**src/mmu_pkg.sv**
```systemverilog
package mmu_pkg;

  // ------------------------------
  // address widths, sv39
  // ------------------------------
  localparam int unsigned VLEN          = 39;
  localparam int unsigned PLEN          = 56;
  localparam int unsigned PPNW          = 44;
  localparam int unsigned PAGE_OFFSET_W = 12;
  // one vpn slice, three slices make up the full vpn
  localparam int unsigned VPN_W         = 9;
  localparam int unsigned LEVELS        = 3;
  localparam int unsigned PTE_W         = 64;

  // default data tlb depth
  localparam int unsigned DTLB_ENTRIES = 4;

  // ------------------------------
  // pte flag bit positions
  // ------------------------------
  localparam int unsigned PTE_V       = 0;
  localparam int unsigned PTE_R       = 1;
  localparam int unsigned PTE_W_BIT   = 2;
  localparam int unsigned PTE_X       = 3;
  localparam int unsigned PTE_U       = 4;
  localparam int unsigned PTE_A       = 6;
  localparam int unsigned PTE_D       = 7;
  // ppn field starts above the rsw bits
  localparam int unsigned PTE_PPN_LSB = 10;

  // privilege level as seen by loads and stores
  typedef enum logic [1:0] {
    PRIV_U = 2'b00,
    PRIV_S = 2'b01,
    PRIV_M = 2'b11
  } priv_lvl_e;

  // mcause codes, only the page faults are raised here
  typedef enum logic [3:0] {
    LOAD_PAGE_FAULT  = 4'd13,
    STORE_PAGE_FAULT = 4'd15
  } exc_cause_e;

  // leaf size, follows the level the walk stopped at
  typedef enum logic [1:0] {
    PAGE_4K = 2'd0,
    PAGE_2M = 2'd1,
    PAGE_1G = 2'd2
  } page_size_e;

  typedef enum logic [1:0] {
    PTW_IDLE,
    PTW_REQ,
    PTW_WAIT_ACK_LOW,
    PTW_ERROR
  } ptw_state_e;

endpackage

```
**src/mmu_lsu_stage.sv**
```systemverilog
`timescale 1ns/1ns

module mmu_lsu_stage (
  input  logic                      clk_i,
  input  logic                      rst_ni,
  input  logic                      en_translation_i,
  input  mmu_pkg::priv_lvl_e        priv_lvl_i,
  input  logic                      sum_i,
  input  logic                      mxr_i,
  input  logic                      lsu_req_i,
  input  logic [mmu_pkg::VLEN-1:0]  lsu_vaddr_i,
  input  logic                      lsu_is_store_i,
  input  logic                      tlb_hit_i,
  input  logic [mmu_pkg::PTE_W-1:0] tlb_pte_i,
  input  mmu_pkg::page_size_e       tlb_size_i,
  input  logic                      ptw_error_i,
  input  logic [mmu_pkg::VLEN-1:0]  bad_vaddr_i,
  output logic                      lsu_valid_o,
  output logic [mmu_pkg::PLEN-1:0]  lsu_paddr_o,
  output logic                      lsu_exception_valid_o,
  output mmu_pkg::exc_cause_e       lsu_exception_cause_o,
  output logic [mmu_pkg::VLEN-1:0]  lsu_exception_tval_o
);

  logic                      req_q;
  logic                      hit_q;
  logic [mmu_pkg::VLEN-1:0]  vaddr_q;
  logic                      is_store_q;
  logic [mmu_pkg::PTE_W-1:0] pte_q;
  mmu_pkg::page_size_e       size_q;

  logic hit_done;
  logic page_fault;

  // ------------------------------
  // request registers
  // ------------------------------
  always_ff @(posedge clk_i or negedge rst_ni) begin
    if (!rst_ni) begin
      req_q <= 1'b0;
      hit_q <= 1'b0;
    end else begin
      // a request already answered this cycle is not taken again
      req_q <= lsu_req_i && !lsu_valid_o;
      hit_q <= tlb_hit_i;
    end
  end

  always_ff @(posedge clk_i) begin
    vaddr_q    <= lsu_vaddr_i;
    is_store_q <= lsu_is_store_i;
    pte_q      <= tlb_pte_i;
    size_q     <= tlb_size_i;
  end

  // ------------------------------
  // address composition
  // ------------------------------
  always_comb begin
    if (!en_translation_i) begin
      // bare mode, zero extended vaddr
      lsu_paddr_o = {{(mmu_pkg::PLEN - mmu_pkg::VLEN){1'b0}}, vaddr_q};
    end else begin
      lsu_paddr_o = {pte_q[mmu_pkg::PTE_PPN_LSB +: mmu_pkg::PPNW],
                     vaddr_q[mmu_pkg::PAGE_OFFSET_W-1:0]};
      // megapage keeps vpn[0]
      if (size_q == mmu_pkg::PAGE_2M) begin
        lsu_paddr_o[20:12] = vaddr_q[20:12];
      end
      // gigapage keeps vpn[1] and vpn[0]
      if (size_q == mmu_pkg::PAGE_1G) begin
        lsu_paddr_o[29:12] = vaddr_q[29:12];
      end
    end
  end

  // ------------------------------
  // permission check
  // ------------------------------
  always_comb begin
    page_fault = 1'b0;
    // no hardware a/d update, a clear A always faults
    if (!pte_q[mmu_pkg::PTE_A]) begin
      page_fault = 1'b1;
    end
    if (is_store_q) begin
      // stores need W and an already dirty page
      if (!pte_q[mmu_pkg::PTE_W_BIT] || !pte_q[mmu_pkg::PTE_D]) begin
        page_fault = 1'b1;
      end
    end else if (!pte_q[mmu_pkg::PTE_R] && !(pte_q[mmu_pkg::PTE_X] && mxr_i)) begin
      // execute-only pages are readable under mxr
      page_fault = 1'b1;
    end
    // user page from supervisor needs sum
    if ((priv_lvl_i == mmu_pkg::PRIV_S) && pte_q[mmu_pkg::PTE_U] && !sum_i) begin
      page_fault = 1'b1;
    end
    // user mode only reaches user pages
    if ((priv_lvl_i == mmu_pkg::PRIV_U) && !pte_q[mmu_pkg::PTE_U]) begin
      page_fault = 1'b1;
    end
  end

  // ------------------------------
  // response
  // ------------------------------
  assign hit_done = req_q && en_translation_i && hit_q;

  // bare mode and hits answer one cycle after sampling
  // a walk error answers in the cycle of the pulse
  assign lsu_valid_o = (req_q && (!en_translation_i || hit_q)) || ptw_error_i;

  assign lsu_exception_valid_o = (hit_done && page_fault) || ptw_error_i;
  assign lsu_exception_cause_o = is_store_q ? mmu_pkg::STORE_PAGE_FAULT
                                            : mmu_pkg::LOAD_PAGE_FAULT;
  // walker reports the vaddr it latched
  assign lsu_exception_tval_o  = ptw_error_i ? bad_vaddr_i : vaddr_q;

endmodule

```
**src/mmu_ptw.sv**
```systemverilog
`timescale 1ns/1ns

module mmu_ptw (
  input  logic                                      clk_i,
  input  logic                                      rst_ni,
  input  logic                                      flush_i,
  input  logic                                      en_translation_i,
  input  logic                                      lsu_req_i,
  input  logic [mmu_pkg::VLEN-1:0]                  lsu_vaddr_i,
  input  logic                                      tlb_hit_i,
  input  logic [mmu_pkg::PPNW-1:0]                  satp_ppn_i,
  input  logic                                      mem_ack_i,
  input  logic [mmu_pkg::PTE_W-1:0]                 mem_rdata_i,
  output logic                                      ptw_active_o,
  output logic                                      mem_req_o,
  output logic [mmu_pkg::PLEN-1:0]                  mem_addr_o,
  output logic                                      update_valid_o,
  output logic [mmu_pkg::LEVELS*mmu_pkg::VPN_W-1:0] update_vpn_o,
  output logic [mmu_pkg::PTE_W-1:0]                 update_pte_o,
  output mmu_pkg::page_size_e                       update_size_o,
  output logic                                      ptw_error_o,
  output logic [mmu_pkg::VLEN-1:0]                  bad_vaddr_o
);

  mmu_pkg::ptw_state_e state_q, state_d;
  logic [1:0] lvl_q, lvl_d;
  logic stale_q, stale_d;
  logic start;

  // walk payload
  logic [mmu_pkg::VLEN-1:0]  vaddr_q;
  logic [mmu_pkg::PPNW-1:0]  ppn_q, ppn_d;
  logic [mmu_pkg::PTE_W-1:0] pte_q;

  // pte decode
  logic pte_leaf;
  logic pte_invalid;
  logic pte_misaligned;
  logic walk_err;

  // miss on a translated request while nothing is in flight
  assign start = (state_q == mmu_pkg::PTW_IDLE) && lsu_req_i && en_translation_i && !tlb_hit_i;

  assign pte_leaf    = pte_q[mmu_pkg::PTE_R] || pte_q[mmu_pkg::PTE_X];
  // invalid, or the reserved w without r combination
  assign pte_invalid = !pte_q[mmu_pkg::PTE_V] ||
                       (pte_q[mmu_pkg::PTE_W_BIT] && !pte_q[mmu_pkg::PTE_R]);
  // superpage leaves need their low ppn slices clear
  assign pte_misaligned =
    ((lvl_q == 2'd2) && (|pte_q[mmu_pkg::PTE_PPN_LSB +: 2*mmu_pkg::VPN_W])) ||
    ((lvl_q == 2'd1) && (|pte_q[mmu_pkg::PTE_PPN_LSB +: mmu_pkg::VPN_W]));
  // a pointer at level 0 has nowhere to go
  assign walk_err = pte_invalid || (!pte_leaf && (lvl_q == 2'd0)) ||
                    (pte_leaf && pte_misaligned);

  // table ppn, vpn slice of this level, 8 byte entries
  assign mem_addr_o = {ppn_q,
                       vaddr_q[mmu_pkg::PAGE_OFFSET_W + lvl_q*mmu_pkg::VPN_W +: mmu_pkg::VPN_W],
                       3'b000};

  assign ptw_active_o = (state_q != mmu_pkg::PTW_IDLE);
  assign bad_vaddr_o  = vaddr_q;
  assign update_vpn_o = vaddr_q[mmu_pkg::VLEN-1:mmu_pkg::PAGE_OFFSET_W];
  assign update_pte_o = pte_q;

  // leaf size comes from where the walk stopped
  always_comb begin
    case (lvl_q)
      2'd2:    update_size_o = mmu_pkg::PAGE_1G;
      2'd1:    update_size_o = mmu_pkg::PAGE_2M;
      default: update_size_o = mmu_pkg::PAGE_4K;
    endcase
  end

  // ------------------------------
  // walker fsm
  // ------------------------------
  always_comb begin
    state_d        = state_q;
    lvl_d          = lvl_q;
    ppn_d          = ppn_q;
    stale_d        = stale_q;
    mem_req_o      = 1'b0;
    update_valid_o = 1'b0;
    ptw_error_o    = 1'b0;

    // a flush mid walk poisons the refill
    if (flush_i && (state_q != mmu_pkg::PTW_IDLE)) begin
      stale_d = 1'b1;
    end

    case (state_q)
      mmu_pkg::PTW_IDLE: begin
        if (start) begin
          state_d = mmu_pkg::PTW_REQ;
          lvl_d   = 2'(mmu_pkg::LEVELS - 1);
          ppn_d   = satp_ppn_i;
          stale_d = 1'b0;
        end
      end
      mmu_pkg::PTW_REQ: begin
        // hold req with a stable address until ack
        mem_req_o = 1'b1;
        if (mem_ack_i) begin
          state_d = mmu_pkg::PTW_WAIT_ACK_LOW;
        end
      end
      mmu_pkg::PTW_WAIT_ACK_LOW: begin
        // four phase, the next step waits for ack to drop
        if (!mem_ack_i) begin
          if (walk_err) begin
            state_d = mmu_pkg::PTW_ERROR;
          end else if (pte_leaf) begin
            update_valid_o = !stale_q;
            state_d        = mmu_pkg::PTW_IDLE;
          end else begin
            // descend into the next table
            ppn_d   = pte_q[mmu_pkg::PTE_PPN_LSB +: mmu_pkg::PPNW];
            lvl_d   = lvl_q - 2'd1;
            state_d = mmu_pkg::PTW_REQ;
          end
        end
      end
      mmu_pkg::PTW_ERROR: begin
        // one cycle pulse, lsu stage turns it into a page fault
        ptw_error_o = 1'b1;
        state_d     = mmu_pkg::PTW_IDLE;
      end
      default: begin
        state_d = mmu_pkg::PTW_IDLE;
      end
    endcase
  end

  always_ff @(posedge clk_i or negedge rst_ni) begin
    if (!rst_ni) begin
      state_q <= mmu_pkg::PTW_IDLE;
      lvl_q   <= '0;
      stale_q <= 1'b0;
    end else begin
      state_q <= state_d;
      lvl_q   <= lvl_d;
      stale_q <= stale_d;
    end
  end

  always_ff @(posedge clk_i) begin
    ppn_q <= ppn_d;
    // vaddr latched once per walk
    if (start) begin
      vaddr_q <= lsu_vaddr_i;
    end
    // capture the pte on the ack edge
    if ((state_q == mmu_pkg::PTW_REQ) && mem_ack_i) begin
      pte_q <= mem_rdata_i;
    end
  end

endmodule

```
**src/mmu_tlb.sv**
```systemverilog
`timescale 1ns/1ns

module mmu_tlb #(
  parameter int unsigned nr_entries = mmu_pkg::DTLB_ENTRIES
) (
  input  logic                                        clk_i,
  input  logic                                        rst_ni,
  input  logic                                        flush_i,
  input  logic [mmu_pkg::VLEN-1:0]                    lu_vaddr_i,
  input  logic                                        update_valid_i,
  input  logic [mmu_pkg::LEVELS*mmu_pkg::VPN_W-1:0]   update_vpn_i,
  input  logic [mmu_pkg::PTE_W-1:0]                   update_pte_i,
  input  mmu_pkg::page_size_e                         update_size_i,
  output logic                                        lu_hit_o,
  output logic [mmu_pkg::PTE_W-1:0]                   lu_pte_o,
  output mmu_pkg::page_size_e                         lu_size_o
);

  // entry storage
  logic                                      valid_q [nr_entries];
  logic [mmu_pkg::LEVELS*mmu_pkg::VPN_W-1:0] vpn_q   [nr_entries];
  logic [mmu_pkg::PTE_W-1:0]                 pte_q   [nr_entries];
  mmu_pkg::page_size_e                       size_q  [nr_entries];

  // next entry to replace
  logic [$clog2(nr_entries)-1:0] rr_q;

  logic [mmu_pkg::LEVELS*mmu_pkg::VPN_W-1:0] lu_vpn;
  logic [nr_entries-1:0]                     match;
  logic                                      refill;

  assign lu_vpn = lu_vaddr_i[mmu_pkg::VLEN-1:mmu_pkg::PAGE_OFFSET_W];
  // a flush wins over a refill landing in the same cycle
  assign refill = update_valid_i && !flush_i;

  // ------------------------------
  // lookup
  // ------------------------------
  always_comb begin
    for (int i = 0; i < nr_entries; i++) begin
      // top slice always compared
      match[i] = valid_q[i] &&
                 (vpn_q[i][2*mmu_pkg::VPN_W +: mmu_pkg::VPN_W] ==
                  lu_vpn[2*mmu_pkg::VPN_W +: mmu_pkg::VPN_W]);
      // middle slice ignored for gigapages
      if (size_q[i] != mmu_pkg::PAGE_1G) begin
        match[i] = match[i] &&
                   (vpn_q[i][mmu_pkg::VPN_W +: mmu_pkg::VPN_W] ==
                    lu_vpn[mmu_pkg::VPN_W +: mmu_pkg::VPN_W]);
      end
      // lowest slice only for 4k pages
      if (size_q[i] == mmu_pkg::PAGE_4K) begin
        match[i] = match[i] &&
                   (vpn_q[i][mmu_pkg::VPN_W-1:0] == lu_vpn[mmu_pkg::VPN_W-1:0]);
      end
    end
  end

  // first matching entry drives the outputs
  always_comb begin
    lu_hit_o  = 1'b0;
    lu_pte_o  = '0;
    lu_size_o = mmu_pkg::PAGE_4K;
    for (int i = 0; i < nr_entries; i++) begin
      if (match[i] && !lu_hit_o) begin
        lu_hit_o  = 1'b1;
        lu_pte_o  = pte_q[i];
        lu_size_o = size_q[i];
      end
    end
  end

  // ------------------------------
  // refill and flush
  // ------------------------------
  always_ff @(posedge clk_i or negedge rst_ni) begin
    if (!rst_ni) begin
      rr_q <= '0;
      for (int i = 0; i < nr_entries; i++) begin
        valid_q[i] <= 1'b0;
      end
    end else if (flush_i) begin
      for (int i = 0; i < nr_entries; i++) begin
        valid_q[i] <= 1'b0;
      end
    end else if (refill) begin
      valid_q[rr_q] <= 1'b1;
      // round robin, wraps also for a non power of two depth
      if (int'(rr_q) == nr_entries - 1) begin
        rr_q <= '0;
      end else begin
        rr_q <= rr_q + 1'b1;
      end
    end
  end

  // tag and leaf payload
  always_ff @(posedge clk_i) begin
    if (refill) begin
      vpn_q[rr_q]  <= update_vpn_i;
      pte_q[rr_q]  <= update_pte_i;
      size_q[rr_q] <= update_size_i;
    end
  end

endmodule

```
**src/mmu_top.sv**
```systemverilog
`timescale 1ns/1ns

module mmu_top (
  input  logic                      clk_i,
  input  logic                      rst_ni,
  // control
  input  logic                      en_translation_i,
  input  mmu_pkg::priv_lvl_e        priv_lvl_i,
  input  logic                      sum_i,
  input  logic                      mxr_i,
  input  logic [mmu_pkg::PPNW-1:0]  satp_ppn_i,
  input  logic                      flush_tlb_i,
  // load/store request and response
  input  logic                      lsu_req_i,
  input  logic [mmu_pkg::VLEN-1:0]  lsu_vaddr_i,
  input  logic                      lsu_is_store_i,
  output logic                      lsu_valid_o,
  output logic [mmu_pkg::PLEN-1:0]  lsu_paddr_o,
  output logic                      lsu_exception_valid_o,
  output mmu_pkg::exc_cause_e       lsu_exception_cause_o,
  output logic [mmu_pkg::VLEN-1:0]  lsu_exception_tval_o,
  // page table memory, four phase req/ack
  output logic                      mem_req_o,
  output logic [mmu_pkg::PLEN-1:0]  mem_addr_o,
  input  logic                      mem_ack_i,
  input  logic [mmu_pkg::PTE_W-1:0] mem_rdata_i
);

  // tlb lookup result
  logic                      tlb_hit;
  logic [mmu_pkg::PTE_W-1:0] tlb_pte;
  mmu_pkg::page_size_e       tlb_size;

  // walker refill
  logic                                      update_valid;
  logic [mmu_pkg::LEVELS*mmu_pkg::VPN_W-1:0] update_vpn;
  logic [mmu_pkg::PTE_W-1:0]                 update_pte;
  mmu_pkg::page_size_e                       update_size;

  // walker error
  logic                     ptw_error;
  logic [mmu_pkg::VLEN-1:0] bad_vaddr;

  mmu_tlb #(
    .nr_entries(mmu_pkg::DTLB_ENTRIES)
  ) i_dtlb (
    .clk_i         (clk_i),
    .rst_ni        (rst_ni),
    .flush_i       (flush_tlb_i),
    .lu_vaddr_i    (lsu_vaddr_i),
    .update_valid_i(update_valid),
    .update_vpn_i  (update_vpn),
    .update_pte_i  (update_pte),
    .update_size_i (update_size),
    .lu_hit_o      (tlb_hit),
    .lu_pte_o      (tlb_pte),
    .lu_size_o     (tlb_size)
  );

  // busy flag has no consumer with a single client
  mmu_ptw i_ptw (
    .clk_i           (clk_i),
    .rst_ni          (rst_ni),
    .flush_i         (flush_tlb_i),
    .en_translation_i(en_translation_i),
    .lsu_req_i       (lsu_req_i),
    .lsu_vaddr_i     (lsu_vaddr_i),
    .tlb_hit_i       (tlb_hit),
    .satp_ppn_i      (satp_ppn_i),
    .mem_ack_i       (mem_ack_i),
    .mem_rdata_i     (mem_rdata_i),
    .ptw_active_o    (),
    .mem_req_o       (mem_req_o),
    .mem_addr_o      (mem_addr_o),
    .update_valid_o  (update_valid),
    .update_vpn_o    (update_vpn),
    .update_pte_o    (update_pte),
    .update_size_o   (update_size),
    .ptw_error_o     (ptw_error),
    .bad_vaddr_o     (bad_vaddr)
  );

  mmu_lsu_stage i_lsu_stage (
    .clk_i                (clk_i),
    .rst_ni               (rst_ni),
    .en_translation_i     (en_translation_i),
    .priv_lvl_i           (priv_lvl_i),
    .sum_i                (sum_i),
    .mxr_i                (mxr_i),
    .lsu_req_i            (lsu_req_i),
    .lsu_vaddr_i          (lsu_vaddr_i),
    .lsu_is_store_i       (lsu_is_store_i),
    .tlb_hit_i            (tlb_hit),
    .tlb_pte_i            (tlb_pte),
    .tlb_size_i           (tlb_size),
    .ptw_error_i          (ptw_error),
    .bad_vaddr_i          (bad_vaddr),
    .lsu_valid_o          (lsu_valid_o),
    .lsu_paddr_o          (lsu_paddr_o),
    .lsu_exception_valid_o(lsu_exception_valid_o),
    .lsu_exception_cause_o(lsu_exception_cause_o),
    .lsu_exception_tval_o (lsu_exception_tval_o)
  );

endmodule

```
**config.mk**
```make
export PLATFORM = sky130hd
export DESIGN_NAME = mmu_top
export DESIGN_NICKNAME = d
export VERILOG_FILES = /design/src/mmu_pkg.sv /design/src/mmu_lsu_stage.sv /design/src/mmu_ptw.sv /design/src/mmu_tlb.sv /design/src/mmu_top.sv
export SDC_FILE = /design/constraint.sdc
export NUM_CORES = 1
export LEC_CHECK = 0
export ABC_AREA = 1
export BUFFER_PORTS_ARGS = -buffer_cell sky130_fd_sc_hd__clkbuf_2
export CORE_MARGIN = 2
export CORE_UTILIZATION = 55
export CTS_CLUSTER_DIAMETER = 80
export DETAILED_ROUTE_END_ITERATION = 10
export PLACE_DENSITY = 0.76
export SYNTH_ARGS = -nofsm -noshare
export SYNTH_HDL_FRONTEND = slang
export SYNTH_SLANG_ARGS = --single-unit
```
**constraint.sdc**
```tcl
create_clock -name clk_i -period 15.5 [get_ports clk_i]
set_input_delay 1.55 -clock clk_i [delete_from_list [all_inputs] [get_ports clk_i]]
set_output_delay 1.55 -clock clk_i [all_outputs]
set_load 0.005 [all_outputs]
```
==> metrics.cfg, run 1 <==
[cells_and_area]
fin_area_um2=25100
syn2layout_area_growth_pct=17.5
fin_util=0.652
diodes=0
final_nets=2275
layout_commonest_cell=nand2_1
drive_above_1_share=0.216
final_cell_mix=nand2_1, edfxtp_1, clkbuf_2, nor2_1, dfxtp_1

[sta]
worst_slew_pin_slew_ns=1.20
setup_tns_ns=0
setup_violations=0
maxSlewViolCount=0
min_period_ns=5.27
fin_worst_skew_ns=0.0116
fmax_mhz=190
period_share=0.340
rsz0062_at_grt=false
finalHoldViolations=0
slew_headroom=0.198

[clocking]
cts_hold_buf=0
clock-sinks=555
clk_pin_slew_ns=0.06
post-cts-setup-buffers=0
htree_num_levels=2
cts_tree=built
cts_resized=0
cts_max_path_buffers=3
clk_latency_ns=0.60
numCtsBuffers=56
cts_root_buf=clkbuf_16

[setup_path]
timing.rr.end=i_dtlb.pte_q[2][44]$_DFFE_PP_
reg2reg_from=i_ptw.update_pte_o[15]$_DFFE_PP_
worst_ep_required_time_ns=13.95
cp-start-kind=input pin
crit_path_end_kind=output port
path_class=input pin to output port
r2r_slack_ns=11.31
crit_fanout=28
startpoint=en_translation_i
arrival_ns=3.72
reg2reg_depth=10

[grt]
antenna_found_initial=0
grt_max_degree=96
grt_pass1_wl_um=77700
track_usage=0.253
globalRouteOverflowTotal=0
grt_pass1_vias=13975

[routing]
vias=13960
drt-total-wl_um=50800
drc_errors=0
drtIter0Drc=1138
via_per_inst=5.22
first_pass_iters=6
ant_nets=0
routedWlPerCell_um=19.0

[placed_design]
io_buffers=296
gp_congestion=0.898
dpl.hpwl_um=33000
place_area_um2=23300

[synth]
synth_area_leaders=edfxtp_1, nand2_1, dfxtp_1
ys_seq_area_frac=0.733
synth_top_cell_by_area=edfxtp_1
syn_area_um2=21400
ys_seq_elements=555
yosysUniqueCellTypes=40
synth_warnings=0
synthCells=1811
yosys.area.top_type_share=0.631
avgSynthCellArea_um2=11.8

[hold_path]
hold_end=i_lsu_stage.pte_q[49]$_DFF_P_
hold_depth=2
hold_start=i_dtlb.pte_q[3][49]$_DFFE_PP_
hold_path.class=flop to flop

[pwr]
powerDensity_nw_per_um2=145
power.leakage_nw=10.6
vdd_ir_drop_max_mv=0.119

[floorplan]
coreArea_um2=38600
ioPinCount=316
rows=72
initial_core_util=0.555
die_area_um2=40500
dieHeight_um=201
die_w_um=201

[run]
cap_violations=0

[outcome]
status=finished, final reports clean

==> layout make-up <==
cell class | instances | area [µm²]
inverters | 115 | 432
clock buffers | 77 | 1560
clock inverters | 29 | 318
multi-input cells | 1075 | 4940
repair buffers | 306 | 1560
flip-flops and latches | 555 | 15700
well taps | 518 | 648
fillers | 2859 | 13400
==> per-stage QoR <==
stage | hold slack [ns] | cells | worst slack (ns) | total power, mW
global placement | 0.428 | 2569 | 10.27 | 2.30
global route | 0.461 | 2675 | 10.07 | 3.79
floorplan | 0.419 | 1815 | 9.82 | 2.08
detailed placement | 0.427 | 2569 | 10.22 | 2.32
CTS | 0.441 | 2675 | 10.22 | 3.68
finish | 0.441 | 2675 | 10.23 | 3.65
==> metal layers <==
layer,up-vias,routed length [µm],part of all wire,GRT usage
li1,6597,-,-,-
met1,6699,20800,0.41,0.330
met2,562,24700,0.49,0.427
met3,102,3350,0.066,0.0373
met4,0,2000,0.039,0.107
met5,-,0,0,0
==> kinds of logic (layout without fill, tap and decap cells) <==
kind of cell             Yosys count  in the layout  share of synthesized area
AND/OR/NAND/NOR                  872            872                      0.160
XOR/XNOR                          52             52                     0.0213
buffers and inverters            185            527                     0.0395
other                              2              6                   0.000351
multiplexers                      30             30                     0.0158
AO/OA/AOI/OAI                    107            107                     0.0262
flip-flops                       555            555                      0.733
adder cells (fa/ha/maj)            8              8                    0.00468
==> critical path, stage by stage <==
cell and delay [ns]:
clkbuf_2 0.41, o21ai_2 0.35, clkinv_1 0.38, nand2_1 0.47, mux2_2 0.42, clkbuf_2 0.12
==> synthesized netlist by cell type (all sizes together) <==
cell type    n
a211oi       1
a21oi       24
a221oi       1
buf         51
clkbuf      19
clkinv       2
conb         2
dfrtp       13
dfxtp       92
edfxtp     450
ha           8
inv        113
mux2        30
nand2      598
nand3       34
nand3b       3
nand4        6
nor2       214
nor3         8
nor4         3
o2111ai      1
o211ai       1
o21ai       71
o22ai        8
or2          6
xnor2       32
xor2        20
==> power by group <==
part           internal, mW  switching, mW
Clock                 0.807          0.558
Combinational         0.145          0.288
Sequential             1.78         0.0769
==> flip-flops by register name, indices dropped and copies added, names as in the netlist, 4 cells and up <==
signal and count:
i_dtlb.pte_q 200, i_dtlb.size_q 8, i_dtlb.valid_q 4, i_dtlb.vpn_q 108
i_lsu_stage.pte_q 50, i_lsu_stage.vaddr_q 39, i_ptw.bad_vaddr_o 39, i_ptw.ppn_q 44
i_ptw.update_pte_o 51
==> how the worst max path moves through the flow <==
stage | to | slack (ns) | depth (start not counted)
final | lsu_paddr_o[20] | 10.23 | 6
after floorplan | i_dtlb.pte_q[0][10]$_DFFE_PP_ | 9.82 | 3
after global placement | lsu_paddr_o[20] | 10.27 | 6
after CTS | lsu_paddr_o[20] | 10.22 | 6
after global routing | lsu_paddr_o[20] | 10.07 | 6
after detailed placement | lsu_paddr_o[20] | 10.22 | 6
No activity file was read; power rests on OpenSTA's default activity.
==> run 2, diff against run 1 <==
==> constraint.sdc (replaced) <==
create_clock -name clk_i -period 5.1 [get_ports clk_i]
set_input_delay 0.51 -clock clk_i [delete_from_list [all_inputs] [get_ports clk_i]]
set_output_delay 0.51 -clock clk_i [all_outputs]
set_load 0.005 [all_outputs]
==> run 2 against run 1 <==
Compared with the run above: count of clock-buffer cells in the layout is 1 lower; non-clock buffer count is 11 higher; cell area is 0.26% higher; clock power grew to 3.0 times the previous value; cell count is 0.34% higher; worst hold slack worse by 0.41 ns; via count is 0.19% lower; utilization is 0.17 points higher; register-to-register slack worse by 9.7 ns; global-route usage is 0.54 points lower; critical endpoint is now i_dtlb.pte_q[2][40]$_DFFE_PP_.
==> metrics.cfg, run 2 (synthesized netlist as in run 1, its figures left out) <==
[sta]
setup_slack_ns=1.60  ; was 10.23 ns
worst_hold_slack_ns=0.0260  ; was 0.441 ns
setup_violations=0  ; unchanged
worst_slew_pin_slew_ns=1.12  ; was 1.20 ns
maxSlewViolCount=0  ; unchanged
slew_headroom=0.254  ; was 0.198
min_period_ns=3.50
fmax_mhz=286
fin_worst_skew_ns=0.0176  ; was 0.0116 ns
setup_tns_ns=0  ; unchanged
finalHoldViolations=0  ; unchanged
period_share=0.686
rsz0062_at_grt=false  ; unchanged

[floorplan]
die_area_um2=40500  ; unchanged
rows=72  ; unchanged
coreArea_um2=38600  ; unchanged
die_w_um=201  ; unchanged
initial_core_util=0.555  ; unchanged
ioPinCount=316  ; unchanged
dieHeight_um=201  ; unchanged

[routing]
drc_errors=0  ; unchanged
drtIter0Drc=1114  ; was 1138
via_per_inst=5.19  ; was 5.22
first_pass_iters=6  ; unchanged
routedWlPerCell_um=18.7  ; was 19.0 µm
vias=13933  ; was 13960
ant_nets=0  ; unchanged
drt-total-wl_um=50100  ; was 50800 µm

[setup_path]
crit_family=simple AND/OR/NAND/NOR gates  ; was buffers and inverters
timing.rr.end=i_dtlb.pte_q[2][40]$_DFFE_PP_  ; was i_dtlb.pte_q[2][44]$_DFFE_PP_
arrival_ns=3.72  ; about the same
reg2reg_from=i_ptw.lvl_q[0]$_DFFE_PN0P_  ; was i_ptw.update_pte_o[15]$_DFFE_PP_
crit_fanout=46  ; was 28
slowest_stage=buf_4  ; was nand2_1
r2r_slack_ns=1.60  ; was 11.31 ns
path_cells=inv_1, ha_1, nor2_1, nor2_1, nand2_1, nand2_1, nor2_1, nand4_1, nor2_4, buf_4  ; was clkbuf_2, o21ai_2, clkinv_1, nand2_1, mux2_2, clkbuf_2
crit_path_max_incr_delay_ns=0.67  ; was 0.47 ns
worst-path-buf-inv=2  ; was 3
cp-start-kind=flop  ; was input pin
reg2reg_depth=10  ; unchanged
worst_ep_required_time_ns=5.32  ; was 13.95 ns
crit_path_end_kind=flop  ; was output port
cpMostUsedCell=nor2_1  ; was clkbuf_2
path_class=flop to flop  ; was input pin to output port

[cells_and_area]
drive_above_1_share=0.215  ; was 0.216
fin_util=0.654  ; was 0.652
final_cell_mix=nand2_1, edfxtp_1, clkbuf_2, nor2_1, dfxtp_1  ; unchanged
final_cells=2684  ; was 2675
final_nets=2285  ; was 2275
regMostFlops=i_dtlb.pte_q  ; unchanged
diodes=0  ; unchanged
syn2layout_area_growth_pct=17.8  ; was 17.5%
fin_area_um2=25200  ; was 25100 µm²
layout_commonest_cell=nand2_1  ; unchanged
largest_reg_flops=200  ; unchanged

[hold_path]
hold_end=i_lsu_stage.vaddr_q[8]$_DFF_P_  ; was i_lsu_stage.pte_q[49]$_DFF_P_
hold_path.class=input pin to flop  ; was flop to flop
hold_depth=1  ; was 2
hold_start=lsu_vaddr_i[8]  ; was i_dtlb.pte_q[3][49]$_DFFE_PP_

[clocking]
cts_root_buf=clkbuf_16  ; unchanged
numCtsBuffers=55  ; was 56
htree_num_levels=2  ; unchanged
clk_pin_slew_ns=0.06  ; about the same
post-cts-setup-buffers=0  ; unchanged
cts_tree=built  ; unchanged
cts_max_path_buffers=3  ; unchanged
clk_latency_ns=0.61  ; was 0.60 ns
clock-sinks=555  ; unchanged

[outcome]
status=finished, final reports clean  ; unchanged

[placed_design]
gp_congestion=0.919  ; was 0.898
io_buffers=296  ; unchanged
dp_cells=2574  ; was 2569
dpl.hpwl_um=32700  ; was 33000 µm
dp_slack_ns=1.63  ; was 10.22 ns
place_area_um2=23300  ; about the same

[run]
cap_violations=0  ; unchanged

[pwr]
vdd_ir_drop_max_mv=0.366  ; was 0.119 mV
power_mw=11.1  ; was 3.65 mW
powerDensity_nw_per_um2=440  ; was 145 nW/µm²
power.leakage_nw=10.7  ; was 10.6 nW

[grt]
track_usage=0.247  ; was 0.253
grt_max_degree=96  ; unchanged
antenna_found_initial=0  ; unchanged
grt_pass1_wl_um=76200  ; was 77700 µm
grt_pass1_vias=13721  ; was 13975
globalRouteOverflowTotal=0  ; unchanged

-- run 2: cell types whose count changed in the layout (fill, tap and decap cells not counted), sizes merged --
cell         change
inv              -1
clkbuf           -1
clkinvlp         -2
clkinv           +1
bufinv           +1
dlygate4sd3      +6
buf              +5
-- run 2: worst max path at each step --
stage                                          start                            end  slack (ns)  cells past startpoint
CTS                 i_ptw.update_pte_o[15]$_DFFE_PP_  i_dtlb.pte_q[2][40]$_DFFE_PP_        1.61                     10
floorplan                 i_ptw.lvl_q[1]$_DFFE_PN0P_  i_dtlb.pte_q[0][10]$_DFFE_PP_       -0.24                     10
global placement    i_ptw.update_pte_o[15]$_DFFE_PP_  i_dtlb.pte_q[2][39]$_DFFE_PP_        1.64                     10
detailed placement  i_ptw.update_pte_o[15]$_DFFE_PP_  i_dtlb.pte_q[2][39]$_DFFE_PP_        1.63                     10
global route              i_ptw.lvl_q[0]$_DFFE_PN0P_  i_dtlb.pte_q[2][40]$_DFFE_PP_        1.31                     10
finish                    i_ptw.lvl_q[0]$_DFFE_PN0P_  i_dtlb.pte_q[2][40]$_DFFE_PP_        1.60                     10
-- run 2: cell type report --
cell class / count / area (µm²)
clock buffers: 76 / 1510
repair buffers: 317 / 1650
clock inverters: 28 / 342
fillers: 2877 / 13400
inverters: 115 / 432
well taps: 518 / 648
multi-input cells: 1075 / 4940
flip-flops and latches: 555 / 15700
-- run 2: where the power goes --
group	internal (mW)	switching, mW
Combinational	0.447	0.880
Clock	2.43	1.70
Sequential	5.40	0.224
-- run 2: timing repair --
action / 4_1_cts / 5_1_grt
endpoints found under the hold margin: 18 / 0
resized for setup: 0 / 0
hold buffers: 6 / 0
-- run 2: per-layer routing --
layer  vias to the layer above  wire, µm  share of wire  global-route usage
met5                         -         0              0                   0
met4                         0      1780          0.035               0.102
met3                       104      3560          0.071              0.0395
met2                       565     24200           0.48               0.412
met1                      6653     20600           0.41               0.326
li1                       6611         -              -                   -
==> run 3, diff against run 2 <==
--- a/config.mk
+++ b/config.mk
@@ -5,7 +5,7 @@
 export SDC_FILE = /design/constraint.sdc
 export NUM_CORES = 1
 export LEC_CHECK = 0
-export ABC_AREA = 1
+export ABC_AREA = 0
 export BUFFER_PORTS_ARGS = -buffer_cell sky130_fd_sc_hd__clkbuf_2
 export CORE_MARGIN = 2
 export CORE_UTILIZATION = 55
==> constraint.sdc (replaced) <==
create_clock -name clk_i -period 3.4 [get_ports clk_i]
set_input_delay 0.34 -clock clk_i [delete_from_list [all_inputs] [get_ports clk_i]]
set_output_delay 0.34 -clock clk_i [all_outputs]
set_load 0.005 [all_outputs]
==> run 3 against run 2 <==
Compared with the run above: sequential share of layout area decreased by 3.7 points; utilization increased by 4.3 points; first-iteration DRC count increased by 3.6%; power increased by 45%; synthesized area about the same; clock power increased by 47%; synthesized cell count decreased by 25%; critical path depth decreased by 6; wire length increased by 9.2%; flip-flop and latch count unchanged; non-clock buffer count increased by 159; critical path type is now flop to output port; largest power group unchanged.
==> metrics.cfg, run 3 <==
[synth]
synth_area_leaders=edfxtp_1, dfxtp_1, mux2_1  ; was edfxtp_1, nand2_1, dfxtp_1
yosysUniqueCellTypes=59  ; was 40
synth_top_cell_by_area=edfxtp_1  ; unchanged
synthFlopType=edfxtp_1  ; unchanged
yosysMostFrequentCell=edfxtp_1  ; was nand2_1
async_flop_share=0.0234  ; unchanged
synth-edff-count=450  ; unchanged
ys_seq_area_frac=0.733  ; about the same
synthCells=1366  ; was 1811
synth_warnings=0  ; unchanged
syn_area_um2=21400  ; about the same
yosys.area.top_type_share=0.632  ; was 0.631
synth.cells.most_frequent=edfxtp_1, nand2_1, dfxtp_1, mux2_1  ; was nand2_1, edfxtp_1, nor2_1, dfxtp_1, inv_1
avgSynthCellArea_um2=15.7  ; was 11.8 µm²
ys_seq_elements=555  ; unchanged

[outcome]
status=finished, final reports clean  ; unchanged

[cells_and_area]
fillers=2506  ; was 2877
final_cells=2366  ; was 2684
final_cell_mix=edfxtp_1, clkbuf_2, nand2_1, dlygate4sd3_1, dfxtp_1  ; was nand2_1, edfxtp_1, clkbuf_2, nor2_1, dfxtp_1
fin_util=0.697  ; was 0.654
largest_reg_flops=200  ; unchanged
layout_commonest_cell=edfxtp_1  ; was nand2_1
fin_area_um2=26800  ; was 25200 µm²
multi_input_area_um2=5270  ; was 4940 µm²
final_nets=1969  ; was 2285
syn2layout_area_growth_pct=25.3  ; was 17.8%
seq_area_um2=15700  ; unchanged
regMostFlops=i_dtlb.pte_q  ; unchanged
drive_above_1_share=0.257  ; was 0.215

[setup_path]
reg2reg_depth=8  ; was 10
crit_path_max_incr_delay_ns=0.65  ; was 0.67 ns
path_class=flop to output port  ; was flop to flop
cp-start-kind=flop  ; unchanged
worst_ep_required_time_ns=3.06  ; was 5.32 ns
path_cells=nand2_2, buf_4, mux2_1, clkbuf_2  ; was inv_1, ha_1, nor2_1, nor2_1, nand2_1, nand2_1, nor2_1, nand4_1, nor2_4, buf_4
arrival_ns=2.75  ; was 3.72 ns
slowest_stage=nand2_2  ; was buf_4
worst-path-buf-inv=2  ; unchanged
cp_num_cells=4  ; was 10
crit_fanout=33  ; was 46
crit_path_end_kind=output port  ; was flop
crit_family=simple AND/OR/NAND/NOR gates  ; unchanged

[clocking]
clk_pin_slew_ns=0.06  ; about the same
post-cts-setup-buffers=0  ; unchanged
cts_max_path_buffers=3  ; unchanged
clock-sinks=555  ; unchanged
cts_tree=built  ; unchanged
cts_resized=0  ; unchanged
clk_latency_ns=0.62  ; was 0.61 ns
cts_hold_buf=135  ; was 6
htree_num_levels=2  ; unchanged
cts_root_buf=clkbuf_16  ; unchanged
numCtsBuffers=53  ; was 55

[sta]
maxSlewViolCount=0  ; unchanged
setup_tns_ns=0  ; unchanged
rsz0062_at_grt=false  ; unchanged
period_share=0.910
slew_headroom=0.326  ; was 0.254
min_period_ns=3.09
setup_violations=0  ; unchanged
worst_slew_pin_slew_ns=1.01  ; was 1.12 ns
finalHoldViolations=0  ; unchanged
fin_worst_skew_ns=0.0159  ; was 0.0176 ns
fmax_mhz=323

[routing]
via_per_inst=5.74  ; was 5.19
routedWlPerCell_um=23.1  ; was 18.7 µm
vias=13573  ; was 13933
first_pass_iters=5  ; was 6
drtIter0Drc=1154  ; was 1114
ant_nets=0  ; unchanged
drt-total-wl_um=54800  ; was 50100 µm
drc_errors=0  ; unchanged

[floorplan]
coreArea_um2=38500  ; was 38600 µm²
ioPinCount=316  ; unchanged
initial_core_util=0.556  ; was 0.555
die_w_um=201  ; about the same
die_area_um2=40500  ; about the same
dieHeight_um=201  ; about the same
rows=72  ; unchanged

[placed_design]
dp_cells=2130  ; was 2574
place_area_um2=23600  ; was 23300 µm²
io_buffers=296  ; unchanged
gp_congestion=0.811  ; was 0.919
dpl.hpwl_um=32900  ; was 32700 µm

[grt]
grt_max_degree=55  ; was 96
antenna_found_initial=2  ; was 0
track_usage=0.270  ; was 0.247
grt_pass1_wl_um=83000  ; was 76200 µm
globalRouteOverflowTotal=0  ; unchanged
grt_pass1_vias=14107  ; was 13721

[pwr]
power_mw=16.1  ; was 11.1 mW
power.leakage_nw=10.1  ; was 10.7 nW
swShare=0.247  ; was 0.253
power.switching_mw=3.98  ; was 2.80 mW
pwr-share-comb=0.116  ; was 0.120
pwr-share-seq=0.508  ; about the same
vdd_ir_drop_max_mv=0.501  ; was 0.366 mV
power_frac_clock=0.377  ; was 0.373
intPower_mw=12.1  ; was 8.28 mW
powerDensity_nw_per_um2=601  ; was 440 nW/µm²

[run]
cap_violations=0  ; unchanged

[hold_path]
hold_depth=2  ; was 1
hold_path.class=input pin to flop  ; unchanged

-- run 3: stage by stage --
stage | hold slack (ns) | worst slack (ns)
floorplan | 0.0444 | -0.160
global placement | 0.261 | 0.355
detailed placement | 0.259 | 0.337
CTS | 0.00115 | 0.301
global route | 0.00187 | 0.181
finish | 0.0340 | 0.307
-- run 3: worst paths after layout --
path / startpoint / end / slack [ns]
worst max-delay path: i_ptw.state_q[0]$_DFFE_PN0P_ / lsu_exception_tval_o[6] / 0.31
worst min-delay path: lsu_req_i / i_lsu_stage.req_q$_DFF_PN0_ / 0.03
worst max register to register: i_ptw.update_pte_o[12]$_DFFE_PP_ / i_dtlb.vpn_q[1][25]$_DFFE_PP_ / 0.45
worst min register to register: i_dtlb.pte_q[3][41]$_DFFE_PP_ / i_lsu_stage.pte_q[41]$_DFF_P_ / 0.45
max in group asynchronous: rst_ni / i_dtlb.valid_q[0]$_DFFE_PN0P_ / 2.92
min in group asynchronous: rst_ni / i_dtlb.valid_q[2]$_DFFE_PN0P_ / 0.21
-- run 3: kinds of logic (layout without fill, tap and decap cells) --
group | Yosys count | after routing | synth area share
mux | 122 | 122 | 0.0637
other cells | 2 | 7 | 0.000351
compound gates | 142 | 142 | 0.0558
flops | 555 | 555 | 0.733
xor+xnor | 109 | 109 | 0.0446
fa+ha+maj | 8 | 8 | 0.00468
buf+inv | 111 | 588 | 0.0251
simple gates | 317 | 317 | 0.0724
-- run 3: routing by layer --
metal  GRT usage  wire length (µm)  up-vias  part of all wire
li1            -                 -     6028                 -
met1       0.351             22000     6771              0.40
met2       0.449             26700      656              0.49
met3      0.0533              4030      118             0.074
met4       0.112              2080        0             0.038
met5           0                 0        -                 0
-- run 3: power groups by stage --
stage | registers (mW) | clock network [mW] | logic [mW]
2_1_floorplan | 8.18 | 0 | 0.942
3_3_place_gp | 8.29 | 0 | 1.65
3_5_place_dp | 8.31 | 0 | 1.71
4_1_cts | 8.16 | 6.13 | 1.84
5_1_grt | 8.21 | 6.40 | 2.03
6_report | 8.17 | 6.06 | 1.87
-- run 3: final cells by class --
type	instances	share of cell area
inverters	13	0.00182
multi-input cells	704	0.197
clock inverters	20	0.00999
flip-flops and latches	555	0.585
repair buffers	476	0.124
clock buffers	79	0.0580
well taps	518	0.0242
diodes	1	0.0000934
